[src/rtl/hive_pkg.sv]
/*
  Shared definitions of the hive accelerator path: sizes, the
  M-extension operation encodings and the request/response structs
  seen at the core ports and inside the subsystem
*/
`default_nettype none

package hive_pkg;

  // --------------------------------------------------
  // Sizes
  // --------------------------------------------------
  localparam int unsigned CoreCount   = 4;
  localparam int unsigned DataWidth   = 32;
  localparam int unsigned IdWidth     = 5;
  localparam int unsigned CoreIdWidth = 2;
  localparam int unsigned ExtIdWidth  = IdWidth + CoreIdWidth;

  // Accelerator address of the shared multiply/divide unit
  localparam logic [31:0] AccAddrMuldiv = 32'd0;

  // R-type fields that mark an M-extension instruction
  localparam logic [6:0] OpcodeOp     = 7'b0110011;
  localparam logic [6:0] Funct7Muldiv = 7'b0000001;

  // --------------------------------------------------
  // Operations, encoded as funct3
  // --------------------------------------------------
  typedef enum logic [2:0] {
    MUL    = 3'b000,
    MULH   = 3'b001,
    MULHSU = 3'b010,
    MULHU  = 3'b011,
    DIV    = 3'b100,
    DIVU   = 3'b101,
    REM    = 3'b110,
    REMU   = 3'b111
  } muldiv_op_e;

  // --------------------------------------------------
  // Request and response payloads
  // --------------------------------------------------
  // Core side, plain transaction id
  typedef struct packed {
    logic [31:0]          addr;
    logic [IdWidth-1:0]   id;
    logic [31:0]          data_op;
    logic [DataWidth-1:0] data_arga;
    logic [DataWidth-1:0] data_argb;
    logic [DataWidth-1:0] data_argc;
  } core_acc_req_t;

  // Unit side, core index in the upper id bits
  typedef struct packed {
    logic [31:0]           addr;
    logic [ExtIdWidth-1:0] id;
    logic [31:0]           data_op;
    logic [DataWidth-1:0]  data_arga;
    logic [DataWidth-1:0]  data_argb;
    logic [DataWidth-1:0]  data_argc;
  } acc_req_t;

  typedef struct packed {
    logic [IdWidth-1:0]   id;
    logic                 error;
    logic [DataWidth-1:0] data;
  } core_acc_rsp_t;

  typedef struct packed {
    logic [ExtIdWidth-1:0] id;
    logic                  error;
    logic [DataWidth-1:0]  data;
  } acc_rsp_t;

endpackage

`default_nettype wire

[src/rtl/acc_interconnect.sv]
/*
  Accelerator interconnect of the hive: round-robin request arbiter
  that extends the id with the core index, and the response demux
  that routes by that index and strips it again
*/
`default_nettype none

module acc_interconnect import hive_pkg::*; (
  input  logic                           clk_i,
  input  logic                           reset_i,
  // Core side
  input  core_acc_req_t [CoreCount-1:0]  core_req_i,
  input  logic          [CoreCount-1:0]  core_qvalid_i,
  output logic          [CoreCount-1:0]  core_qready_o,
  output core_acc_rsp_t [CoreCount-1:0]  core_rsp_o,
  output logic          [CoreCount-1:0]  core_pvalid_o,
  input  logic          [CoreCount-1:0]  core_pready_i,
  // Unit side
  output acc_req_t                       unit_req_o,
  output logic                           unit_qvalid_o,
  input  logic                           unit_qready_i,
  input  acc_rsp_t                       unit_rsp_i,
  input  logic                           unit_pvalid_i,
  output logic                           unit_pready_o
);

  logic [CoreIdWidth-1:0] rr_q;
  logic [CoreIdWidth-1:0] gnt_idx;
  logic [CoreIdWidth-1:0] search_idx;
  logic                   gnt_found;
  logic                   lock_q;
  logic [CoreIdWidth-1:0] lock_idx_q;
  logic                   req_xfer;
  logic [CoreIdWidth-1:0] rsp_sel;

  // --------------------------------------------------
  // Request arbitration
  // --------------------------------------------------
  // First valid core at or after the pointer wins
  always_comb begin
    gnt_idx    = rr_q;
    gnt_found  = 1'b0;
    search_idx = rr_q;
    for (int k = 0; k < CoreCount; k++) begin
      search_idx = rr_q + CoreIdWidth'(k);
      if (!gnt_found && core_qvalid_i[search_idx]) begin
        gnt_idx   = search_idx;
        gnt_found = 1'b1;
      end
    end
    // A stalled grant stays put so the offered request holds still
    if (lock_q) begin
      gnt_idx = lock_idx_q;
    end
  end

  assign unit_qvalid_o = |core_qvalid_i;
  assign req_xfer      = unit_qvalid_o & unit_qready_i;

  always_comb begin
    core_qready_o          = '0;
    core_qready_o[gnt_idx] = unit_qready_i;
  end

  // Core index goes in front of the core's own id
  always_comb begin
    unit_req_o.addr      = core_req_i[gnt_idx].addr;
    unit_req_o.id        = {gnt_idx, core_req_i[gnt_idx].id};
    unit_req_o.data_op   = core_req_i[gnt_idx].data_op;
    unit_req_o.data_arga = core_req_i[gnt_idx].data_arga;
    unit_req_o.data_argb = core_req_i[gnt_idx].data_argb;
    unit_req_o.data_argc = core_req_i[gnt_idx].data_argc;
  end

  always_ff @(posedge clk_i) begin
    if (reset_i) begin
      rr_q   <= '0;
      lock_q <= 1'b0;
    end else begin
      lock_q <= unit_qvalid_o & ~unit_qready_i;
      if (req_xfer) begin
        rr_q <= gnt_idx + 1'b1;
      end
    end
  end

  // Index of the stalled grant, only read while locked
  always_ff @(posedge clk_i) begin
    lock_idx_q <= gnt_idx;
  end

  // --------------------------------------------------
  // Response routing
  // --------------------------------------------------
  assign rsp_sel       = unit_rsp_i.id[ExtIdWidth-1:IdWidth];
  assign unit_pready_o = core_pready_i[rsp_sel];

  for (genvar i = 0; i < CoreCount; i++) begin : gen_rsp
    assign core_pvalid_o[i]    = unit_pvalid_i & (rsp_sel == CoreIdWidth'(i));
    assign core_rsp_o[i].id    = unit_rsp_i.id[IdWidth-1:0];
    assign core_rsp_o[i].error = unit_rsp_i.error;
    assign core_rsp_o[i].data  = unit_rsp_i.data;
  end

endmodule

`default_nettype wire

[src/rtl/acc_spill_reg.sv]
/*
  Two-entry spill register for accelerator requests; both the
  forward path and the ready path leave from flops
*/
`default_nettype none

module acc_spill_reg import hive_pkg::*; (
  input  logic     clk_i,
  input  logic     reset_i,
  input  logic     valid_i,
  output logic     ready_o,
  input  acc_req_t data_i,
  output logic     valid_o,
  input  logic     ready_i,
  output acc_req_t data_o
);

  acc_req_t a_data_q, b_data_q;
  logic     a_full_q, b_full_q;
  logic     a_fill, a_drain;
  logic     b_fill, b_drain;

  // Entry a takes new requests, entry b keeps the older one on a stall
  assign a_fill  = valid_i & ready_o;
  assign a_drain = a_full_q & ~b_full_q;
  assign b_fill  = a_drain & ~ready_i;
  assign b_drain = b_full_q & ready_i;

  always_ff @(posedge clk_i) begin
    if (reset_i) begin
      a_full_q <= 1'b0;
      b_full_q <= 1'b0;
    end else begin
      if (a_fill) begin
        a_full_q <= 1'b1;
      end else if (a_drain) begin
        a_full_q <= 1'b0;
      end
      if (b_fill) begin
        b_full_q <= 1'b1;
      end else if (b_drain) begin
        b_full_q <= 1'b0;
      end
    end
  end

  always_ff @(posedge clk_i) begin
    if (a_fill) a_data_q <= data_i;
    if (b_fill) b_data_q <= a_data_q;
  end

  // Older entry goes out first
  assign valid_o = a_full_q | b_full_q;
  assign data_o  = b_full_q ? b_data_q : a_data_q;
  assign ready_o = ~a_full_q | ~b_full_q;

endmodule

`default_nettype wire

[src/rtl/shared_muldiv.sv]
/*
  Shared multiply/divide unit: request decode, two-stage multiplier,
  32-step restoring divider with RISC-V corner cases, response register
*/
`default_nettype none

module shared_muldiv import hive_pkg::*; (
  input  logic     clk_i,
  input  logic     reset_i,
  input  acc_req_t req_i,
  input  logic     qvalid_i,
  output logic     qready_o,
  output acc_rsp_t rsp_o,
  output logic     pvalid_o,
  input  logic     pready_i
);

  typedef enum logic [2:0] {StIdle, StMul, StDiv, StFix, StResp} state_e;

  state_e                   state_q;
  logic [4:0]               cnt_q;
  muldiv_op_e               op, op_q;
  logic                     req_error, accept;
  logic                     sign_a, sign_b, a_neg, b_neg;
  logic [DataWidth-1:0]     a_mag, b_mag;
  logic [DataWidth:0]       mul_a_q, mul_b_q;
  logic [2*DataWidth+1:0]   product;
  logic [DataWidth-1:0]     dividend_q, divisor_q, quo_q, rem_q;
  logic                     neg_quo_q, neg_rem_q, div_zero_q;
  logic [DataWidth:0]       rem_shift, rem_diff;
  logic                     rem_ge;
  logic [DataWidth-1:0]     quo_fix, rem_fix, div_result;
  acc_rsp_t                 rsp_q;

  // --------------------------------------------------
  // Decode
  // --------------------------------------------------
  assign op        = muldiv_op_e'(req_i.data_op[14:12]);
  assign req_error = (req_i.addr != AccAddrMuldiv)
                   | (req_i.data_op[6:0] != OpcodeOp)
                   | (req_i.data_op[31:25] != Funct7Muldiv);
  assign accept    = qvalid_i & qready_o;

  // Operand signedness for multiply and divide
  assign sign_a = (op == MULH) | (op == MULHSU);
  assign sign_b = (op == MULH);
  assign a_neg  = ((op == DIV) | (op == REM)) & req_i.data_arga[DataWidth-1];
  assign b_neg  = ((op == DIV) | (op == REM)) & req_i.data_argb[DataWidth-1];
  assign a_mag  = a_neg ? -req_i.data_arga : req_i.data_arga;
  assign b_mag  = b_neg ? -req_i.data_argb : req_i.data_argb;

  // --------------------------------------------------
  // Sequencing
  // --------------------------------------------------
  always_ff @(posedge clk_i) begin
    if (reset_i) begin
      state_q <= StIdle;
      cnt_q   <= '0;
    end else begin
      case (state_q)
        StIdle: begin
          cnt_q <= '0;
          if (accept) begin
            if (req_error)    state_q <= StResp;
            else if (op[2])   state_q <= StDiv;
            else              state_q <= StMul;
          end
        end
        StMul: state_q <= StResp;
        StDiv: begin
          cnt_q <= cnt_q + 1'b1;
          if (cnt_q == 5'd31) begin
            state_q <= StFix;
          end
        end
        StFix: state_q <= StResp;
        StResp: begin
          if (pready_i) begin
            state_q <= StIdle;
          end
        end
        default: state_q <= StIdle;
      endcase
    end
  end

  assign qready_o = (state_q == StIdle);
  assign pvalid_o = (state_q == StResp);
  assign rsp_o    = rsp_q;

  // --------------------------------------------------
  // Datapath
  // --------------------------------------------------
  assign product = $signed(mul_a_q) * $signed(mul_b_q);

  // One restoring step: shift in next dividend bit, subtract if it fits
  assign rem_shift = {rem_q, quo_q[DataWidth-1]};
  assign rem_ge    = (rem_shift >= {1'b0, divisor_q});
  assign rem_diff  = rem_shift - {1'b0, divisor_q};

  assign quo_fix = neg_quo_q ? -quo_q : quo_q;
  assign rem_fix = neg_rem_q ? -rem_q : rem_q;

  // Divide by zero: quotient all ones, remainder is the dividend
  always_comb begin
    if (div_zero_q) begin
      div_result = op_q[1] ? dividend_q : '1;
    end else begin
      div_result = op_q[1] ? rem_fix : quo_fix;
    end
  end

  always_ff @(posedge clk_i) begin
    case (state_q)
      StIdle: begin
        if (accept) begin
          op_q       <= op;
          mul_a_q    <= {sign_a & req_i.data_arga[DataWidth-1], req_i.data_arga};
          mul_b_q    <= {sign_b & req_i.data_argb[DataWidth-1], req_i.data_argb};
          dividend_q <= req_i.data_arga;
          divisor_q  <= b_mag;
          quo_q      <= a_mag;
          rem_q      <= '0;
          neg_quo_q  <= a_neg ^ b_neg;
          neg_rem_q  <= a_neg;
          div_zero_q <= (req_i.data_argb == '0);
          rsp_q      <= '{id: req_i.id, error: req_error, data: '0};
        end
      end
      StMul: begin
        rsp_q.data <= (op_q == MUL) ? product[DataWidth-1:0]
                                    : product[2*DataWidth-1:DataWidth];
      end
      StDiv: begin
        quo_q <= {quo_q[DataWidth-2:0], rem_ge};
        rem_q <= rem_ge ? rem_diff[DataWidth-1:0] : rem_shift[DataWidth-1:0];
      end
      StFix: rsp_q.data <= div_result;
      default: ;
    endcase
  end

endmodule

`default_nettype wire

[src/rtl/snitch_hive_acc.sv]
/*
  Shared accelerator path of the hive: interconnect, spill register
  and the shared multiply/divide unit
*/
`default_nettype none

module snitch_hive_acc import hive_pkg::*; (
  input  logic                          clk_i,
  input  logic                          reset_i,
  input  core_acc_req_t [CoreCount-1:0] acc_req_i,
  input  logic          [CoreCount-1:0] acc_qvalid_i,
  output logic          [CoreCount-1:0] acc_qready_o,
  output core_acc_rsp_t [CoreCount-1:0] acc_rsp_o,
  output logic          [CoreCount-1:0] acc_pvalid_o,
  input  logic          [CoreCount-1:0] acc_pready_i
);

  // Arbiter to spill register
  acc_req_t arb_req;
  logic     arb_qvalid, arb_qready;
  // Spill register to unit
  acc_req_t unit_req;
  logic     unit_qvalid, unit_qready;
  // Unit responses
  acc_rsp_t unit_rsp;
  logic     unit_pvalid, unit_pready;

  acc_interconnect u_acc_interconnect (
    .clk_i         ( clk_i        ),
    .reset_i       ( reset_i      ),
    .core_req_i    ( acc_req_i    ),
    .core_qvalid_i ( acc_qvalid_i ),
    .core_qready_o ( acc_qready_o ),
    .core_rsp_o    ( acc_rsp_o    ),
    .core_pvalid_o ( acc_pvalid_o ),
    .core_pready_i ( acc_pready_i ),
    .unit_req_o    ( arb_req      ),
    .unit_qvalid_o ( arb_qvalid   ),
    .unit_qready_i ( arb_qready   ),
    .unit_rsp_i    ( unit_rsp     ),
    .unit_pvalid_i ( unit_pvalid  ),
    .unit_pready_o ( unit_pready  )
  );

  acc_spill_reg u_acc_spill_reg (
    .clk_i   ( clk_i       ),
    .reset_i ( reset_i     ),
    .valid_i ( arb_qvalid  ),
    .ready_o ( arb_qready  ),
    .data_i  ( arb_req     ),
    .valid_o ( unit_qvalid ),
    .ready_i ( unit_qready ),
    .data_o  ( unit_req    )
  );

  shared_muldiv u_shared_muldiv (
    .clk_i    ( clk_i       ),
    .reset_i  ( reset_i     ),
    .req_i    ( unit_req    ),
    .qvalid_i ( unit_qvalid ),
    .qready_o ( unit_qready ),
    .rsp_o    ( unit_rsp    ),
    .pvalid_o ( unit_pvalid ),
    .pready_i ( unit_pready )
  );

endmodule

`default_nettype wire

[config.mk]
export PLATFORM = sky130hd
export DESIGN_NAME = snitch_hive_acc
export DESIGN_NICKNAME = d
export VERILOG_FILES = /design/src/rtl/hive_pkg.sv /design/src/rtl/acc_interconnect.sv /design/src/rtl/acc_spill_reg.sv /design/src/rtl/shared_muldiv.sv /design/src/rtl/snitch_hive_acc.sv
export SDC_FILE = /design/constraint.sdc
export NUM_CORES = 2
export LEC_CHECK = 0
export ABC_CLOCK_PERIOD_IN_PS = 17600
export BUFFER_PORTS_ARGS = -buffer_cell sky130_fd_sc_hd__buf_2
export CAP_MARGIN = 30
export CORE_MARGIN = 8
export CORE_UTILIZATION = 35
export CTS_CLUSTER_SIZE = 14
export DETAILED_ROUTE_END_ITERATION = 6
export SETUP_SLACK_MARGIN = 0.02
export SLEW_MARGIN = 20
export SYNTH_ARGS = -nofsm -noshare
export SYNTH_HDL_FRONTEND = slang
export SYNTH_HIERARCHICAL = 1
export SYNTH_SLANG_ARGS = --single-unit
[constraint.sdc]
create_clock -name clk_i -period 17.6 [get_ports clk_i]
set_input_delay 0.88 -clock clk_i [delete_from_list [all_inputs] [get_ports clk_i]]
set_output_delay 0.88 -clock clk_i [all_outputs]
set_load 0.01 [all_outputs]
==> impl_metrics.yaml <==
route:
  avgRoutedWirePerCell_um: 22.5
  postRouteAntennaNets: 0
  drcViolationCount: 0
  vias_per_cell: 5.05
  first_pass_iters: 5
  vias: 48200
  drt-initial-drc-count: 3162
  totalWireLength_mm: 214
hold_path:
  hold_path_class: "reg -> reg"
  min_to: "u_acc_spill_reg/b_data_q[160]"
  whs_path_depth: 0
  min-delay-start: "u_acc_spill_reg/a_data_q[160]"
grt:
  track_usage_pct: 20.8
  grt_pass1_wl_mm: 325
  grt_util_met2_pct: 37.2
  overflow: 0
  grt_pass1_vias: 52400
  grtUsageMet1_pct: 24.5
  grt_antenna_before_repair: 47
  top_usage_layer: "met2"
  grt_start_max_net_pins: 225
  grt_use_met3_pct: 3.68
clock_network:
  clk_root_buffer_cell: "clkbuf_16"
  cts_buffers: 46
  clockBufferDepth: 3
  cts_tree: "built"
  cts_resized: 0
  cts_hold_buf: 0
  cts_setup_buffers: 0
  htreeDepth: 2
  clkSlewWorstSetupHoldPaths_ps: 60
  worstSkewPairLatency_ps: 600
  clock-sinks: 462
timing:
  fin_skew_ps: 26.1
  tightest_slew_ps: 1060
  setup_tns_ps: 0
  max_slew_margin_pct: 29.4
  fin_crit_sh_pct: 55.6
  setup_violations: 0
  clock.fmax_ghz: 0.102
  fin_crit_ps: 9780
  hold_viol_final: 0
  grt_setup_unrepaired: "no"
  drv_slew: 0
  hold_slack_ps: 446
logic_synthesis:
  ys_warn_count: 6
  syn_inst: 6735
  avgSynthCellArea_um2: 9.75
  syn_area_um2: 65700
  syn_nets: 8781
setup_path:
  cp.arrival_ps: 10080
  endpoint_kind: "flip-flop"
  reg2reg_to: "u_shared_muldiv/rsp_o[26]"
  critPathKind: "reg -> reg"
  path_delay_family: "adder cells"
  path_max_fanout: 32
  cp_num_buf_inv: 9
  worst_path_max_delay_cell: "fa_1"
  rrSetupSlack_ps: 7820
  rr_worst_depth: 27
  crit_required_ps: 17900
  worstReg2RegStart: "u_shared_muldiv/mul_a_q[32]"
  startpoint_type: "flip-flop"
  cpPeakStageDelay_ps: 740
die:
  start_util_pct: 35.1
  io-pin-count: 830
  die_h_um: 449
  die_x_um: 449
  row_count: 159
  core_area_um2: 187000
  die-area_um2: 202000
layout:
  layout-drive-gt1-share_pct: 13.6
  final_area_um2: 71600
  area_delta_synth_final_pct: 8.94
  fill_cells: 18600
  nets: 9026
placed_design:
  placed_area_um2: 69900
  gp_congestion: 0.934
  io_buffer_count: 641
  dp_hpwl_mm: 169
status:
  status: "finished clean"
job:
  cap_violations: 0
worst reg2reg max path, delay by kind of cell (launching register included):
| family | cells | cell delay (ps) |
|---|---|---|
| AO/OA/AOI/OAI | 7 | 2120 |
| AND/OR/NAND/NOR | 1 | 270 |
| adder cells (fa/ha/maj) | 9 | 4740 |
| flip-flops | 1 | 340 |
| XOR/XNOR | 1 | 190 |
| buffers and inverters | 9 | 1810 |
how the worst max path moves through the flow:
stage,depth (start not counted),end,start
after detailed placement,28,u_shared_muldiv/rsp_o[28],u_shared_muldiv/mul_b_q[6]
after CTS,28,u_shared_muldiv/rsp_o[28],u_shared_muldiv/mul_a_q[32]
final,27,u_shared_muldiv/rsp_o[26],u_shared_muldiv/mul_a_q[32]
after global placement,28,u_shared_muldiv/rsp_o[28],u_shared_muldiv/mul_b_q[6]
after global routing,28,u_shared_muldiv/rsp_o[28],u_shared_muldiv/mul_a_q[32]
after floorplan,3,u_acc_spill_reg/b_data_q[100],u_shared_muldiv/state_q[1]
sequential cells by signal, summed over array words and instances, names as in the netlist, 2 cells and up:
register	flops
u_shared_muldiv/mul_a_q	33
u_acc_interconnect/rr_q	2
u_shared_muldiv/cnt_q	5
u_shared_muldiv/rem_q	32
u_acc_interconnect/lock_idx_q	2
u_shared_muldiv/quo_q	32
u_shared_muldiv/op_q	3
u_acc_spill_reg/b_data_q	120
u_shared_muldiv/rsp_o	40
u_acc_spill_reg/a_data_q	120
u_shared_muldiv/divisor_q	31
u_shared_muldiv/state_q	3
u_shared_muldiv/mul_b_q	33
through the flow:
stage	util, %	instances	worst slack (ps)
2_1_floorplan	-	6735	7350
3_3_place_gp	37.3	9423	7990
3_5_place_dp	37.3	9423	7860
4_1_cts	38.1	9506	7840
5_1_grt	38.2	9537	7260
6_report	38.2	9545	7820
layout make-up:
type / count / area (um^2) / share of cell area, %
clock inverters: 22 / 264 / 0.369
clock buffers: 61 / 1270 / 1.77
flip-flops and latches: 462 / 13700 / 19.2
well taps: 2495 / 3120 / 4.36
multi-input cells: 4544 / 44600 / 62.4
inverters: 1194 / 4490 / 6.27
diodes: 35 / 87.6 / 0.122
repair buffers: 732 / 3950 / 5.53
cells in the final DEF (no fill, tap or decap), types with 30 or more instances in the layout:
cell type / count
inv_1: 1191
fa_1: 1125
nand2_1: 899
buf_2: 642
and2_1: 543
edfxtp_1: 447
ha_1: 250
nor2_1: 181
a21oi_1: 176
nor2b_1: 162
a211oi_1: 133
a31oi_1: 133
xnor2_1: 128
o21ai_0: 115
buf_4: 86
xor2_1: 85
mux2_4: 72
mux2i_1: 50
mux2_2: 50
clkbuf_16: 47
a21o_1: 41
nor3_1: 39
diode_2: 35
nand3_1: 35
nor4_1: 30
metal layers:
layer	wire [um]	vias up
li1	-	21500
met2	108000	1629
met3	13700	391
met1	81400	24700
met5	223	-
met4	11000	38
Power is left out: the tool's default activity adds up to more than one toggle a clock period on the data nets, which glitch-free logic cannot reach.
